--- config.mk ---
export PLATFORM = sky130hd
export DESIGN_NAME = lsuLoadFormat
export DESIGN_NICKNAME = d
export VERILOG_FILES = /design/src/lsuConfigPkg.sv /design/src/lsuOpPkg.sv /design/src/lsuLoadFormat.sv
export SDC_FILE = /design/constraint.sdc
export NUM_CORES = 1
export LEC_CHECK = 0
export BUFFER_PORTS_ARGS = -buffer_cell sky130_fd_sc_hd__buf_2
export CAP_MARGIN = 40
export CORE_MARGIN = 2
export CORE_UTILIZATION = 50
export DETAILED_ROUTE_END_ITERATION = 8
export GPL_TIMING_DRIVEN = 0
export PLACE_DENSITY = 0.84
export SLEW_MARGIN = 20
export SYNTH_ARGS = -nofsm -noshare
export SYNTH_HDL_FRONTEND = slang
export SYNTH_SLANG_ARGS = --single-unit
--- constraint.sdc ---
create_clock -name clk -period 3.2 [get_ports clk]
set_clock_uncertainty 0.2 [all_clocks]
set_input_delay 0 -clock clk [delete_from_list [all_inputs] [get_ports clk]]
set_output_delay 0 -clock clk [all_outputs]
set_load 0.05 [all_outputs]
--- src/lsuConfigPkg.sv ---
// Datapath widths fixed at a 64-bit XLEN; the swap helper assumes whole-byte words
package lsuConfigPkg;

  //////////////////////////////////////////////////
  // Word geometry
  //////////////////////////////////////////////////

  parameter int Xlen           = 64;              // Integer register and DTIM word width
  parameter int XlenBytes      = Xlen / 8;        // Bytes per word
  parameter int ByteOffsetBits = $clog2(XlenBytes); // Address bits below the word index

  typedef logic [Xlen-1:0]      xlenWordT;       // One data word
  typedef logic [XlenBytes-1:0] byteMaskT;       // One write enable per byte lane

  //////////////////////////////////////////////////
  // Endian helper
  //////////////////////////////////////////////////

  // Reverse byte order within a word
  // Shared by the store path and the load path so both agree on lane order
  function automatic xlenWordT endianSwap(input xlenWordT word);
    xlenWordT swapped;
    for (int k = 0; k < XlenBytes; k++) begin
      swapped[8*k +: 8] = word[8*(XlenBytes-1-k) +: 8]; // Lane k takes lane XlenBytes-1-k
    end
    return swapped;
  endfunction

endpackage

--- src/lsuOpPkg.sv ---
// Request encodings for integer loads and stores only; atomics and FP accesses are not encoded
package lsuOpPkg;

  //////////////////////////////////////////////////
  // Memory direction
  //////////////////////////////////////////////////

  // Same bit meaning as the core's MemRW pair
  // Bit 1 requests a read, bit 0 requests a write
  typedef enum logic [1:0] {
    MemNone  = 2'b00,                            // Idle slot
    MemWrite = 2'b01,                            // Store
    MemRead  = 2'b10                             // Load
  } memRwT;

  //////////////////////////////////////////////////
  // Access size
  //////////////////////////////////////////////////

  // Low two bits of Funct3
  typedef enum logic [1:0] {
    SizeByte   = 2'd0,                           // lb lbu sb
    SizeHalf   = 2'd1,                           // lh lhu sh
    SizeWord   = 2'd2,                           // lw lwu sw
    SizeDouble = 2'd3                            // ld sd
  } accessSizeT;

  //////////////////////////////////////////////////
  // M-stage request
  //////////////////////////////////////////////////

  // Everything the LSU needs about the instruction in M
  // Six bits wide, rw in the top two
  typedef struct packed {
    memRwT      rw;                              // Direction of the access
    accessSizeT size;                            // Bytes moved, as a power of two
    logic       unsignedLoad;                    // Funct3 bit 2, zero extend on load
    logic       bigEndian;                       // Memory is viewed big endian
  } memReqT;

endpackage

--- src/lsuLoadFormat.sv ---
// Field select assumes an aligned load; doubleword loads ignore the unsigned flag
`timescale 1ns/100ps

module lsuLoadFormat
  import lsuConfigPkg::*, lsuOpPkg::*;
(
  input  logic     clk,
  input  logic     reset,
  input  logic     StallW,                       // Hold the W register
  input  xlenWordT dtimReadWord,                 // Raw word from the DTIM
  input  memReqT   memReqM,                      // Request of the load in M
  input  xlenWordT IEUAdrM,                      // Only the byte offset is used
  output xlenWordT ReadDataW                     // Formatted load result in W
);

  xlenWordT                  loadWord;           // Word in little-endian lane order
  logic [ByteOffsetBits-1:0] laneOffset;         // Offset after endian correction
  logic [7:0]                byteField;          // Addressed byte
  logic [15:0]               halfField;          // Addressed halfword
  logic [31:0]               wordField;          // Addressed word
  logic                      signedLoad;         // Extend with the top bit of the field
  xlenWordT                  readDataM;          // Result before the W register

  //////////////////////////////////////////////////
  // Big-endian swap
  //////////////////////////////////////////////////

  assign loadWord = memReqM.bigEndian ? endianSwap(dtimReadWord) : dtimReadWord;

  // After the swap byte k of memory sits in lane XlenBytes-1-k
  // Inverting the offset finds the same field from the other end
  assign laneOffset = IEUAdrM[ByteOffsetBits-1:0] ^ {ByteOffsetBits{memReqM.bigEndian}};

  //////////////////////////////////////////////////
  // Subword select and extension
  //////////////////////////////////////////////////

  assign byteField = loadWord[{laneOffset, 3'b000} +: 8];
  assign halfField = loadWord[{laneOffset[2:1], 4'b0000} +: 16]; // Low offset bit dropped
  assign wordField = loadWord[{laneOffset[2], 5'b00000} +: 32];
  assign signedLoad = !memReqM.unsignedLoad;

  always_comb begin
    case (memReqM.size)
      SizeByte: readDataM = {{(Xlen-8){signedLoad & byteField[7]}}, byteField};
      SizeHalf: readDataM = {{(Xlen-16){signedLoad & halfField[15]}}, halfField};
      SizeWord: readDataM = {{(Xlen-32){signedLoad & wordField[31]}}, wordField};
      default:  readDataM = loadWord;            // Doubleword passes whole
    endcase
  end

  //////////////////////////////////////////////////
  // M to W register
  //////////////////////////////////////////////////

  always_ff @(posedge clk) begin
    if (reset) begin
      ReadDataW <= '0;
    end else if (!StallW) begin
      ReadDataW <= readDataM;                    // StallW keeps the last result
    end
  end

  // A completed load brings back defined data from the array
  loadKnownA: assert property (@(posedge clk) disable iff (reset)
    !StallW && memReqM.rw == MemRead |=> !$isunknown(ReadDataW))
    else $error("ReadDataW holds X after a load");

endmodule

Word-level counts from Yosys, hierarchy flattened
Index checks and enable logic that the tools add are counted.
{"block": "totals", "regBits": 64, "wordCells": 14, "in_bits": 137}
{"block": "op_classes", "reduce_logical": 2, "mux": 2, "n_eq_ne": 2, "shifts": 3, "bitwise": 4}
{"op": "$pmux W64 S3", "n": 1}
{"op": "$mux W64", "n": 1}
{"op": "$shiftx A64 B7 Y16", "n": 1}
{"op": "$shiftx A64 B7 Y32", "n": 1}
{"op": "$shiftx A64 B7 Y8", "n": 1}
{"op": "$and A1 B1 Y1", "n": 3}
{"op": "$xor A3 B3 Y3", "n": 1}
{"op": "$eq A2 B1 Y1 const B", "n": 1}
{"op": "$eq A2 B2 Y1 const B", "n": 1}
{"op": "$logic_not A2 Y1", "n": 1}
{"op": "$logic_not A1 Y1", "n": 1}

Depth between registers and ports, before layout
{"block": "logic_depth", "word_depth": 4, "ltp_mapped": 8}

Least setup slack after synthesis
No wires, ideal clock.
{"block": "synth_timing", "kind": "in2reg", "start": "input IEUAdrM[0]", "end": "register ReadDataW[0]", "n_path_buf": 2, "cell_stages": 6, "arrival_time_ns": 1.520, "setup_time_ns": 0.147, "slack_ns": 1.333, "required_ns": 2.853, "path_cell_list": "clkbuf_1 buf_2 mux4_2 mux2_2 nand2_1 o221ai_1"}
{"block": "synth_between", "elab_chain_len": 3}
{"element": "from (decl)", "line_no": "lsuLoadFormat.sv:12", "source": "input xlenWordT IEUAdrM,"}
{"element": "$xor A3 B3 Y3", "line_no": "lsuLoadFormat.sv:32", "source": "assign laneOffset = IEUAdrM[ByteOffsetBits-1:0] ^ {ByteOffsetBits{memReqM.bigEndian}};"}
{"element": "$shiftx A64 B7 Y8", "line_no": "lsuLoadFormat.sv:38", "source": "assign byteField = loadWord[{laneOffset, 3'b000} +: 8];"}
{"element": "$pmux W64 S3", "line_no": "lsuLoadFormat.sv:44", "source": "case (memReqM.size)"}
{"element": "to (signal assigned)", "line_no": "lsuLoadFormat.sv:60", "source": "ReadDataW <= readDataM;"}
{"element": "to (decl)", "line_no": "lsuLoadFormat.sv:13", "source": "output xlenWordT ReadDataW"}
Every way passes these cells.
A chain may end at the register's enable or synchronous reset.

Worst setup path in the final report
{"block": "layout_timing", "start": "input memReqM[0] (netlist name)", "end": "register ReadDataW[14]"}
{"block": "layout_between", "elab_chain_len": 4}
{"element": "from (decl)", "line_no": "lsuLoadFormat.sv:11", "source": "input memReqT memReqM,"}
{"element": "$mux W64 or $xor A3 B3 Y3 (tied branches)", "line_no": "lsuLoadFormat.sv:28, lsuLoadFormat.sv:32"}
{"element": "$shiftx A64 B7 Y8", "line_no": "lsuLoadFormat.sv:38"}
{"element": "$and A1 B1 Y1", "line_no": "lsuLoadFormat.sv:45", "source": "SizeByte: readDataM = {{(Xlen-8){signedLoad & byteField[7]}}, byteField};"}
{"element": "$pmux W64 S3 (*)", "line_no": "lsuLoadFormat.sv:44"}
Every way passes the cells marked *; elsewhere a longest branch is shown, timed or not.

==> results_dict.tcl <==
set metrics [dict create \
    status "finished with violations" \
    violations "negative hold slack" \
    clockPowerShare 0.324 \
    rows 37 \
    min_period_ns 2.96 \
    die_area_sq_um 11500 \
    whs_ns -0.00272 \
    path_clk_slew_ns 0.07 \
    slowest_delay_ns 0.59 \
    antenna_found_initial 0 \
    cp_cell_sequence "buf_2, buf_2, buf_2, buf_2, clkbuf_1, nor3_1, a21oi_1, dlygate4sd3_1, nand3_1, dlygate4sd3_1, o211ai_1" \
    diodes 0 \
    holdPathStages 4 \
    power_frac_seq 0.304 \
    crit_arrival_ns 3.05 \
    regMostFlops "ReadDataW" \
    relSlewSlack 0.457 \
    cts_root_buf "clkbuf_8" \
    hpwl_um 16700 \
    post-route-period-util 0.925 \
    hold_start "dtimReadWord[23]" \
    endpoint_kind "flop" \
    first_pass_iters 6 \
    rsz0062_at_grt "no" \
    htreeDepth 3 \
    cts_tree "done" \
    antenna_left 0 \
    rr_startpoint "ReadDataW[15]" \
    routedWlPerCell_um 23.7 \
    slowest_stage "dlygate4sd3_1" \
    rrSetupSlack_ns 2.12 \
    grt_pass1_vias 5895 \
    die_w_um 107 \
    start_kind "input pin" \
    worstMarginPinSlew_ns 0.814 \
    synth_nets 712 \
    pwr-share-comb 0.372 \
    powerDensity_nw_per_um2 434 \
    critPathKind "in -> reg" \
    worst_path_most_repeated_cell "buf_2" \
    clock.fmax_mhz 338 \
    core_sq_um 10400 \
    hold_path_class "in -> reg" \
    start_util 0.516 \
    ys_seq_elements 64 \
    area_delta_synth_final_pct 28.4 \
    reg2regPathDepth 2 \
    drv_slew 0 \
    peakVddDrop_v 0.000294 \
    dr.first_iter.drc_count 639 \
    largest_reg_flops 64 \
    gr-total-overflow 0 \
    io_buffers 134 \
    grt_first_pass_wirelength_um 32800 \
    reg_top3 "ReadDataW x64" \
    yosysTopAreaCellShare 0.239 \
    tns_ns 0 \
    synth_area_leaders "dfxtp_1 24%, mux4_2 13%, a221oi_2 8.4%" \
    setup_viol 0 \
    wl_um 21400 \
    grt_max_degree 13 \
    syn_inst 575 \
    path_buf_inv 7 \
    cts_buffers 9 \
    synthArstFlopShare 0 \
    clk_latency_ns 0.37 \
    final_core_util 0.663 \
    synth_largest_area_cell "dfxtp_1" \
    ys_top_cells_by_count "64 x dfxtp_1, 64 x nand2_1, 38 x mux2_2" \
    post-route-drc-count 0 \
    max-clock-path-buffers 2 \
    nets 898 \
    synth_edf_count 0 \
    synth_seq_area_share 0.239 \
    worstHoldEndpoint "ReadDataW[47]" \
    vias 5927 \
    synth_cell_type_count 53 \
    switching_power_mw 1.12 \
    gp_congestion 1.02 \
    cts_sinks 64 \
    ys.flop_type "dfxtp_1" \
    syn-cell-area_sq_um 5350 \
    grt_usage 0.376 \
    swShare 0.376 \
    drv_cap 0 \
    crit_fanout 10 \
    cp.required_ns 3.29 \
    finalHoldViolCount 1 \
    p_leak_nw 2.79 \
    post_cts_resize_count 0 \
    crit_family "buffers and inverters" \
    ys_warn_count 0 \
    die_h_um 107 \
    drive_above_1_share 0.362 \
    synth_area_per_cell_sq_um 9.31 \
    routed_via_density 6.57 \
    r2r_end "ReadDataW[15]" \
    p_int_mw 1.86 \
    io-pin-count 201 \
]
==> per-layer routing <==
| layer | global-route usage | part of all wire | up-vias |
|---|---|---|---|
| li1 | - | - | 2581 |
| met1 | 0.489 | 0.40 | 2834 |
| met2 | 0.610 | 0.46 | 450 |
| met3 | 0.0847 | 0.11 | 62 |
| met4 | 0.142 | 0.029 | 0 |
| met5 | 0 | 0 | - |
==> area by class of cell <==
type	count	area, sq um
Buffer	55	265
Clock buffer	9	124
Clock inverter	7	143
Fill cell	881	3500
Inverter	36	135
Multi-Input combinational cell	420	3670
Sequential cell	64	1280
Tap cell	136	170
Timing Repair Buffer	175	1080
==> per-stage QoR <==
stage / cells / area (sq um) / hold slack, ns / total power [mW] / setup WS (ns)
final: 902 / 6870 / -0.00272 / 2.98 / 0.241
after floorplan: 575 / 5350 / 0.0447 / 1.65 / 1.33
after detailed placement: 845 / 6190 / 0.247 / 1.96 / 0.711
after global routing: 902 / 6870 / 0.0125 / 3.07 / 0.0314
after CTS: 901 / 6860 / 0.000348 / 2.95 / 0.294
after global placement: 845 / 6190 / 0.233 / 1.94 / 0.824
==> power by group through the flow <==
stage / registers [mW] / clock network (mW) / logic, mW
after global routing: 0.914 / 0.994 / 1.16
after floorplan: 1.17 / 0 / 0.480
after CTS: 0.907 / 0.960 / 1.08
after global placement: 0.920 / 0 / 1.02
final: 0.907 / 0.965 / 1.11
after detailed placement: 0.924 / 0 / 1.03
==> logic make-up after synthesis <==
family,synth area share
and+or+nand+nor,0.133
buffers and inverters,0.0748
muxes,0.282
DFF,0.239
AOI/OAI and AO/OA,0.264
xor gates and xnor gates,0.00655
==> worst register-to-register path: cells and delay by family, from the launching register on <==
family | cells | cell delay, ns
AND/OR/NAND/NOR | 1 | 0.11
AO/OA/AOI/OAI | 1 | 0.31
flip-flops | 1 | 0.34
==> layout by cell type, fill, tap and decap left out, types with 15 or more instances in the layout <==
master           n
a21oi_1         22
a221oi_2        30
a32oi_1         15
buf_2          148
clkbuf_1        33
dfxtp_1         64
dlygate4sd3_1   40
inv_1           35
mux2_2          38
mux2i_1         36
mux4_2          32
nand2_1         64
nand3_1         15
nor2_1          26
==> worst max-delay path by stage <==
stage / startpoint / end / slack [ns] / depth (start not counted)
after floorplan: IEUAdrM[0] / ReadDataW[0] / 1.33 / 6
after global placement: memReqM[0] / ReadDataW[2] / 0.82 / 9
after detailed placement: memReqM[2] / ReadDataW[56] / 0.71 / 6
after CTS: memReqM[0] / ReadDataW[14] / 0.29 / 11
after global routing: memReqM[0] / ReadDataW[14] / 0.03 / 11
final: memReqM[0] / ReadDataW[14] / 0.24 / 11
==> timing repair <==
item                                   CTS  global route
hold buffers                            40             0
endpoints found under the hold margin   21             0
setup buffers                            0             0
Note: power is estimated with default switching activity, not from simulation.
