--- config.mk ---
export PLATFORM = sky130hd
export DESIGN_NAME = lsuAddressStage
export DESIGN_NICKNAME = d
export VERILOG_FILES = /design/src/lsuConfigPkg.sv /design/src/lsuOpPkg.sv /design/src/lsuAddressStage.sv
export SDC_FILE = /design/constraint.sdc
export NUM_CORES = 1
export LEC_CHECK = 0
export BUFFER_PORTS_ARGS = -buffer_cell sky130_fd_sc_hd__buf_2
export CORE_MARGIN = 3
export CORE_UTILIZATION = 35
export DETAILED_ROUTE_END_ITERATION = 12
export GPL_ROUTABILITY_DRIVEN = 1
export HOLD_SLACK_MARGIN = 0.15
export PLACE_DENSITY = 0.78
export SLEW_MARGIN = 15
export SYNTH_ARGS = -nofsm -noshare
export SYNTH_HDL_FRONTEND = slang
export SYNTH_SLANG_ARGS = --single-unit
--- constraint.sdc ---
create_clock -name clk -period 1.05 [get_ports clk]
set_input_delay 0.2625 -clock clk [delete_from_list [all_inputs] [get_ports clk]]
set_output_delay 0.2625 -clock clk [all_outputs]
set_load 0.005 [all_outputs]
--- src/lsuConfigPkg.sv ---
// Datapath widths fixed at a 64-bit XLEN; the swap helper assumes whole-byte words
package lsuConfigPkg;

  //////////////////////////////////////////////////
  // Word geometry
  //////////////////////////////////////////////////

  parameter int Xlen           = 64;              // Integer register and DTIM word width
  parameter int XlenBytes      = Xlen / 8;        // Bytes per word
  parameter int ByteOffsetBits = $clog2(XlenBytes); // Address bits below the word index

  typedef logic [Xlen-1:0]      xlenWordT;       // One data word
  typedef logic [XlenBytes-1:0] byteMaskT;       // One write enable per byte lane

  //////////////////////////////////////////////////
  // Endian helper
  //////////////////////////////////////////////////

  // Reverse byte order within a word
  // Shared by the store path and the load path so both agree on lane order
  function automatic xlenWordT endianSwap(input xlenWordT word);
    xlenWordT swapped;
    for (int k = 0; k < XlenBytes; k++) begin
      swapped[8*k +: 8] = word[8*(XlenBytes-1-k) +: 8]; // Lane k takes lane XlenBytes-1-k
    end
    return swapped;
  endfunction

endpackage

--- src/lsuOpPkg.sv ---
// Request encodings for integer loads and stores only; atomics and FP accesses are not encoded
package lsuOpPkg;

  //////////////////////////////////////////////////
  // Memory direction
  //////////////////////////////////////////////////

  // Same bit meaning as the core's MemRW pair
  // Bit 1 requests a read, bit 0 requests a write
  typedef enum logic [1:0] {
    MemNone  = 2'b00,                            // Idle slot
    MemWrite = 2'b01,                            // Store
    MemRead  = 2'b10                             // Load
  } memRwT;

  //////////////////////////////////////////////////
  // Access size
  //////////////////////////////////////////////////

  // Low two bits of Funct3
  typedef enum logic [1:0] {
    SizeByte   = 2'd0,                           // lb lbu sb
    SizeHalf   = 2'd1,                           // lh lhu sh
    SizeWord   = 2'd2,                           // lw lwu sw
    SizeDouble = 2'd3                            // ld sd
  } accessSizeT;

  //////////////////////////////////////////////////
  // M-stage request
  //////////////////////////////////////////////////

  // Everything the LSU needs about the instruction in M
  // Six bits wide, rw in the top two
  typedef struct packed {
    memRwT      rw;                              // Direction of the access
    accessSizeT size;                            // Bytes moved, as a power of two
    logic       unsignedLoad;                    // Funct3 bit 2, zero extend on load
    logic       bigEndian;                       // Memory is viewed big endian
  } memReqT;

endpackage

--- src/lsuAddressStage.sv ---
// Untranslated DTIM addresses only; a load in E must not overlap a store in M
`timescale 1ns/100ps

module lsuAddressStage
  import lsuConfigPkg::*, lsuOpPkg::*;
#(
  parameter int DtimWords = 512                  // DTIM depth in words, power of two
) (
  input  logic                         clk,
  input  logic                         reset,
  input  logic                         StallM,    // Hold the M address
  input  logic                         FlushM,    // Squash the M address
  input  logic                         FlushW,    // Drop the access now in M
  input  xlenWordT                     IEUAdrE,   // Address computed in E
  input  memReqT                       memReqM,   // Request of the instruction in M
  output xlenWordT                     IEUAdrM,   // Address of the instruction in M
  output logic [$clog2(DtimWords)-1:0] dtimAdr,   // Word index into the DTIM
  output memRwT                        dtimRw,    // Gated direction for the DTIM
  output logic                         LoadMisalignedFaultM,
  output logic                         StoreAmoMisalignedFaultM
);

  localparam int IndexBits = $clog2(DtimWords);  // Word index width

  logic [ByteOffsetBits-1:0] byteOffset;         // Byte position within the word
  logic                      misaligned;         // Address not a multiple of the size
  xlenWordT                  dtimSrcAdr;         // E or M address feeding the index

  //////////////////////////////////////////////////
  // E to M address register
  //////////////////////////////////////////////////

  always_ff @(posedge clk) begin
    if (reset || FlushM) begin
      IEUAdrM <= '0;                             // Flush wins over stall
    end else if (!StallM) begin
      IEUAdrM <= IEUAdrE;
    end
  end

  //////////////////////////////////////////////////
  // Alignment check
  //////////////////////////////////////////////////

  assign byteOffset = IEUAdrM[ByteOffsetBits-1:0];

  always_comb begin
    case (memReqM.size)
      SizeByte: misaligned = 1'b0;               // Any byte address is fine
      SizeHalf: misaligned = byteOffset[0];
      SizeWord: misaligned = |byteOffset[1:0];
      default:  misaligned = |byteOffset;        // Doubleword needs all three clear
    endcase
  end

  assign LoadMisalignedFaultM     = misaligned && (memReqM.rw == MemRead);
  assign StoreAmoMisalignedFaultM = misaligned && (memReqM.rw == MemWrite);

  //////////////////////////////////////////////////
  // DTIM address and direction
  //////////////////////////////////////////////////

  // A store writes in its own M cycle with the M address
  // Otherwise the E address is presented so a load's word is ready once it reaches M
  assign dtimSrcAdr = (memReqM.rw == MemWrite) ? IEUAdrM : IEUAdrE;
  assign dtimAdr    = dtimSrcAdr[ByteOffsetBits +: IndexBits];

  // Faulting or flushed accesses never touch the array
  assign dtimRw = (FlushW || LoadMisalignedFaultM || StoreAmoMisalignedFaultM) ?
                  MemNone : memReqM.rw;

  // The M address only moves when the pipeline lets it
  adrHoldA: assert property (@(posedge clk) disable iff (reset)
    $changed(IEUAdrM) |-> $past(!StallM || FlushM || reset))
    else $error("IEUAdrM changed while StallM held it");

endmodule

# --- Word-level counts from Yosys, hierarchy flattened ---
# Index checks and enable logic that the tools add are counted.
classes:
  bitwise: 0
  multipliers: 0
  n_reduce_logical: 8
  addsub: 0
  n_lt_le_gt_ge: 0
  muxes: 3
  eq_ne: 4
  div_mod_pow: 0
  shifts: 0
ops:
  columns: ["cell", "count"]
  rows:
  - ["$mux W12", 1]
  - ["$eq A2 B1 Y1 const B", 2]
  - ["$eq A2 B2 Y1 const B", 2]
  - ["$logic_or A1 B1 Y1", 3]
  - ["$pmux W1 S3", 1]
  - ["$reduce_or A3 Y1", 1]
  - ["$logic_and A1 B1 Y1", 2]
  - ["$logic_not A2 Y1", 1]
  - ["$mux W2", 1]
  - ["$reduce_or A2 Y1", 1]
totals:
  latchBits: 0
  elab_cells: 16
  reg_bits: 64
  romBits: 0
  mem_count: 0
  mem_bits_rw: 0

# --- Depth between registers and ports, before layout ---
logic_depth:
  ltp_word: 6
  ltp_mapped: 4
  mapped_depth_nobuf: 2

# --- Worst setup path after synthesis ---
# Ideal clock, no wire load.
synth_path:
  path_kind: "register to output"
  start: "register IEUAdrM[0]"
  end: "output port dtimRw[0]"
  path_stages_with_launch: 3
  setup_slack_ps: -92
  t_required_ps: 787
  arrival_ps: 880
  cell_sequence: "dfxtp_1 -> a211oi_1 -> o31a_1"
synth_via:
  elab_chain_len: 6
synth_lines:
  columns: ["element", "line", "source"]
  rows:
  - ["start: declaration", "lsuAddressStage.sv:16", "output xlenWordT IEUAdrM,"]
  - ["start signal: assignment", "lsuAddressStage.sv:37", "IEUAdrM <= IEUAdrE;"]
  - ["$reduce_or A3 Y1 / $reduce_or A2 Y1 (equally long branches)", "lsuAddressStage.sv:52, lsuAddressStage.sv:51", null]
  - ["$pmux W1 S3 *", "lsuAddressStage.sv:48", "case (memReqM.size)"]
  - ["$logic_and A1 B1 Y1", "lsuAddressStage.sv:56", "assign LoadMisalignedFaultM = misaligned && (memReqM.rw == MemRead);"]
  - ["$logic_or A1 B1 Y1", "lsuAddressStage.sv:69", "assign dtimRw = (FlushW || LoadMisalignedFaultM || StoreAmoMisalignedFaultM) ?"]
  - ["$logic_or A1 B1 Y1 *", "lsuAddressStage.sv:69", null]
  - ["$mux W2 *", "lsuAddressStage.sv:69", null]
  - ["end: declaration", "lsuAddressStage.sv:18", "output memRwT dtimRw,"]
# Every way passes the cells marked *; elsewhere a longest branch is shown, timed or not.

# --- Final worst setup path ---
layout_path:
  start: "register IEUAdrM[2]"
  end: "output port dtimRw[1]"
layout_via:
  elab_chain_len: 6
layout_lines:
  columns: ["element", "line", "source"]
  rows:
  - ["$reduce_or A3 Y1 *", "lsuAddressStage.sv:52", "default: misaligned = |byteOffset;"]
  - ["$pmux W1 S3 *", "lsuAddressStage.sv:48", null]
  - ["$logic_and A1 B1 Y1", "lsuAddressStage.sv:56", null]
  - ["$logic_or A1 B1 Y1", "lsuAddressStage.sv:69", null]
  - ["$logic_or A1 B1 Y1 *", "lsuAddressStage.sv:69", null]
  - ["$mux W2 *", "lsuAddressStage.sv:69", null]
# Marks and branches as above.

==> impl_metrics.env <==
export IMPL_cts_max_path_buffers=2
export IMPL_p_leak_nw=2.18
export IMPL_drv_slew=0
export IMPL_clock_latency_ps=320
export IMPL_crit_required_ps=790
export IMPL_path_cells="a211oi_4, o31a_1, buf_2"
export IMPL_die_x_um=91.7
export IMPL_groute_usage_overall_pct=15.5
export IMPL_seqPwrFrac_pct=45.9
export IMPL_clkPwrFrac_pct=38.9
export IMPL_die_y_um=91.7
export IMPL_grt_pass1_vias=2337
export IMPL_grt_ovfl_total=0
export IMPL_cp_start_kind="flop"
export IMPL_drive_gt1_share_pct=64.7
export IMPL_cp_data_arrival_time_ps=1220
export IMPL_rsz0062_at_grt="true"
export IMPL_fp_coreArea_mm2=0.00694
export IMPL_dp_cells=469
export IMPL_path_clk_slew_ps=70
export IMPL_place_area_mm2=0.00340
export IMPL_cts_tree="done"
export IMPL_clock_sinks=64
export IMPL_synth_ff_latch_count=64
export IMPL_cts_buffers=9
export IMPL_synth_seq_area_share_pct=49.9
export IMPL_p_int_w=0.00429
export IMPL_hold_path_class="in -> reg"
export IMPL_die_area_mm2=0.00840
export IMPL_violations="setup timing"
export IMPL_clock_skew_ps=0
export IMPL_min_period_ps=1480
export IMPL_regMostFlops="IEUAdrM"
export IMPL_htreeDepth=3
export IMPL_fp_row_count=30
export IMPL_fin_crit_sh_pct=141
export IMPL_drv_cap=0
export IMPL_status="finished with violations"
export IMPL_fin_area_mm2=0.00429
export IMPL_combPwrFrac_pct=15.2
export IMPL_cp_num_buf_inv=1
export IMPL_setup_viol=23
export IMPL_first_pass_iters=4
export IMPL_largest_register_ffs=64
export IMPL_synthesis_nets=301
export IMPL_reg_largest_list="IEUAdrM: 64 flops"
export IMPL_antenna_left=0
export IMPL_hold_viol=0
export IMPL_netlist_area_mm2=0.00257
export IMPL_routabilityCongestion=0.686
export IMPL_syn_avg_cell_area_um2=11.4
export IMPL_worst_pin_slew_ps=245
export IMPL_cp_max_fo=4
export IMPL_max_stage_delay_ps=340
export IMPL_grt_pass1_wl_um=10600
export IMPL_ys_types=14
export IMPL_yosys_warnings=0
export IMPL_fin_ws_ps=-432
export IMPL_synthToLayoutAreaGrowth_pct=67.2
export IMPL_power_switching_w=0.00131
export IMPL_switching_share_pct=23.4
export IMPL_vias_per_cell=4.43
export IMPL_crit_family="compound AO/OA/AOI/OAI gates"
export IMPL_drc=0
export IMPL_p_per_area_mw_per_mm2=1310
export IMPL_num_vias=2282
export IMPL_finalNonFillerCells=515
export IMPL_synthCells=226
export IMPL_place_hpwl_um=4470
export IMPL_antenna_found_initial=0
export IMPL_crit_type="reg -> out"
export IMPL_pin_count=152
export IMPL_numPortBuffers=149
export IMPL_wire_per_inst_um=13.1
export IMPL_fin_util_pct=61.8
export IMPL_root_buffer="clkbuf_8"
export IMPL_slowest_stage="dfxtp_2"
export IMPL_antenna_cells=0
export IMPL_initial_core_util_pct=37.0
export IMPL_place_ws_ps=-307
export IMPL_grt_max_degree=34
export IMPL_fmax_mhz=675
export IMPL_endpoint_kind="output pin"
export IMPL_max_slew_margin_pct=83.6
export IMPL_drt_iter0_markers=22
export IMPL_final_nets=489
export IMPL_ir_drop_uv=698
export IMPL_routed_wl_um=6750
export IMPL_r2r_setup_slack_ps=200
area by class of cell:
type                       instances  area (µm²)
clock buffer                      11         151
clock inverter                     5        62.6
fill                             558        2650
multi-input combinational        147        1120
sequential                        64        1360
tap                               96         120
timing repair buffer             192        1480
final timing paths:
| check | startpoint | end | cells past startpoint |
|---|---|---|---|
| max | IEUAdrM[2]$_SDFFE_PP0N_ | dtimRw[1] | 3 |
| min | IEUAdrE[62] | IEUAdrM[62]$_SDFFE_PP0N_ | 3 |
| min reg2reg | IEUAdrM[47]$_SDFFE_PP0N_ | IEUAdrM[47]$_SDFFE_PP0N_ | 2 |
| max reg2reg | IEUAdrM[1]$_SDFFE_PP0N_ | IEUAdrM[1]$_SDFFE_PP0N_ | 4 |
metrics by stage:
stage | hold WS, ps | total power (W) | TNS (ps)
after floorplan | 406 | 0.00300 | -475
after global placement | 471 | 0.00327 | -3330
after detailed placement | 482 | 0.00329 | -4350
after CTS | 150 | 0.00565 | -5370
after global routing | 160 | 0.00588 | -6630
final | 165 | 0.00561 | -4890
cell usage after synthesis:
library cell	n	share of area [%]
o31a_1	2	0.68
a21oi_1	1	0.19
nor2_1	64	9.4
nor4b_1	1	0.34
buf_8	6	3.5
mux2_4	9	5.3
nor2b_1	2	0.49
nor2b_4	1	0.54
dfxtp_1	64	50
mux2i_1	64	25
a211oi_1	1	0.29
buf_6	9	3.9
or2_1	1	0.24
nor3b_1	1	0.29
cells in the final DEF (no fill, tap or decap), drive strengths merged:
| cell type | count |
|---|---|
| buf | 177 |
| mux2i | 64 |
| nor2 | 64 |
| dfxtp | 64 |
| dlygate4sd3 | 15 |
| clkbuf | 11 |
| mux2 | 9 |
| nor2b | 3 |
| o31a | 2 |
| inv | 2 |
| clkinvlp | 2 |
| a211oi | 1 |
| a21oi | 1 |
| nor4b | 1 |
| nor3b | 1 |
| or2 | 1 |
| bufinv | 1 |
metal layers:
layer	GRT usage, %	wire length, µm	vias to the layer above
met4	3.77	42	0
met2	29.4	3690	87
met3	5.66	516	6
met5	0	0	-
li1	-	-	1134
met1	15.8	2500	1055
power by group through the flow:
stage / clock network [W] / logic, W / registers [W]
final: 0.00218 / 0.000853 / 0.00257
after global routing: 0.00237 / 0.000927 / 0.00258
after CTS: 0.00227 / 0.000816 / 0.00256
after detailed placement: 0 / 0.000680 / 0.00261
after global placement: 0 / 0.000664 / 0.00260
after floorplan: 0 / 0.000391 / 0.00261
timing repair:
item | CTS | global route
hold endpoints to repair | 15 | 0
buffers inserted | 12 | 6
pin swaps | 4 | 1
endpoints found under the setup margin | 68 | 77
resized for setup | 93 | 34
hold buffers | 15 | 0
worst register-to-register path: stages (launching register included):
cell and delay (ps):
dfxtp_2 340, buf_4 130, buf_6 110, mux2i_1 120, nor2_1 50
logic make-up (layout without fill, tap and decap cells):
group / after synthesis / in the layout / share of synthesized area, %
buf+inv: 15 / 208 / 7.46
compound gates: 4 / 4 / 1.17
mux: 73 / 73 / 30.2
simple gates: 70 / 70 / 11.3
flops: 64 / 64 / 49.9
No activity file was read; power rests on OpenSTA's default activity.
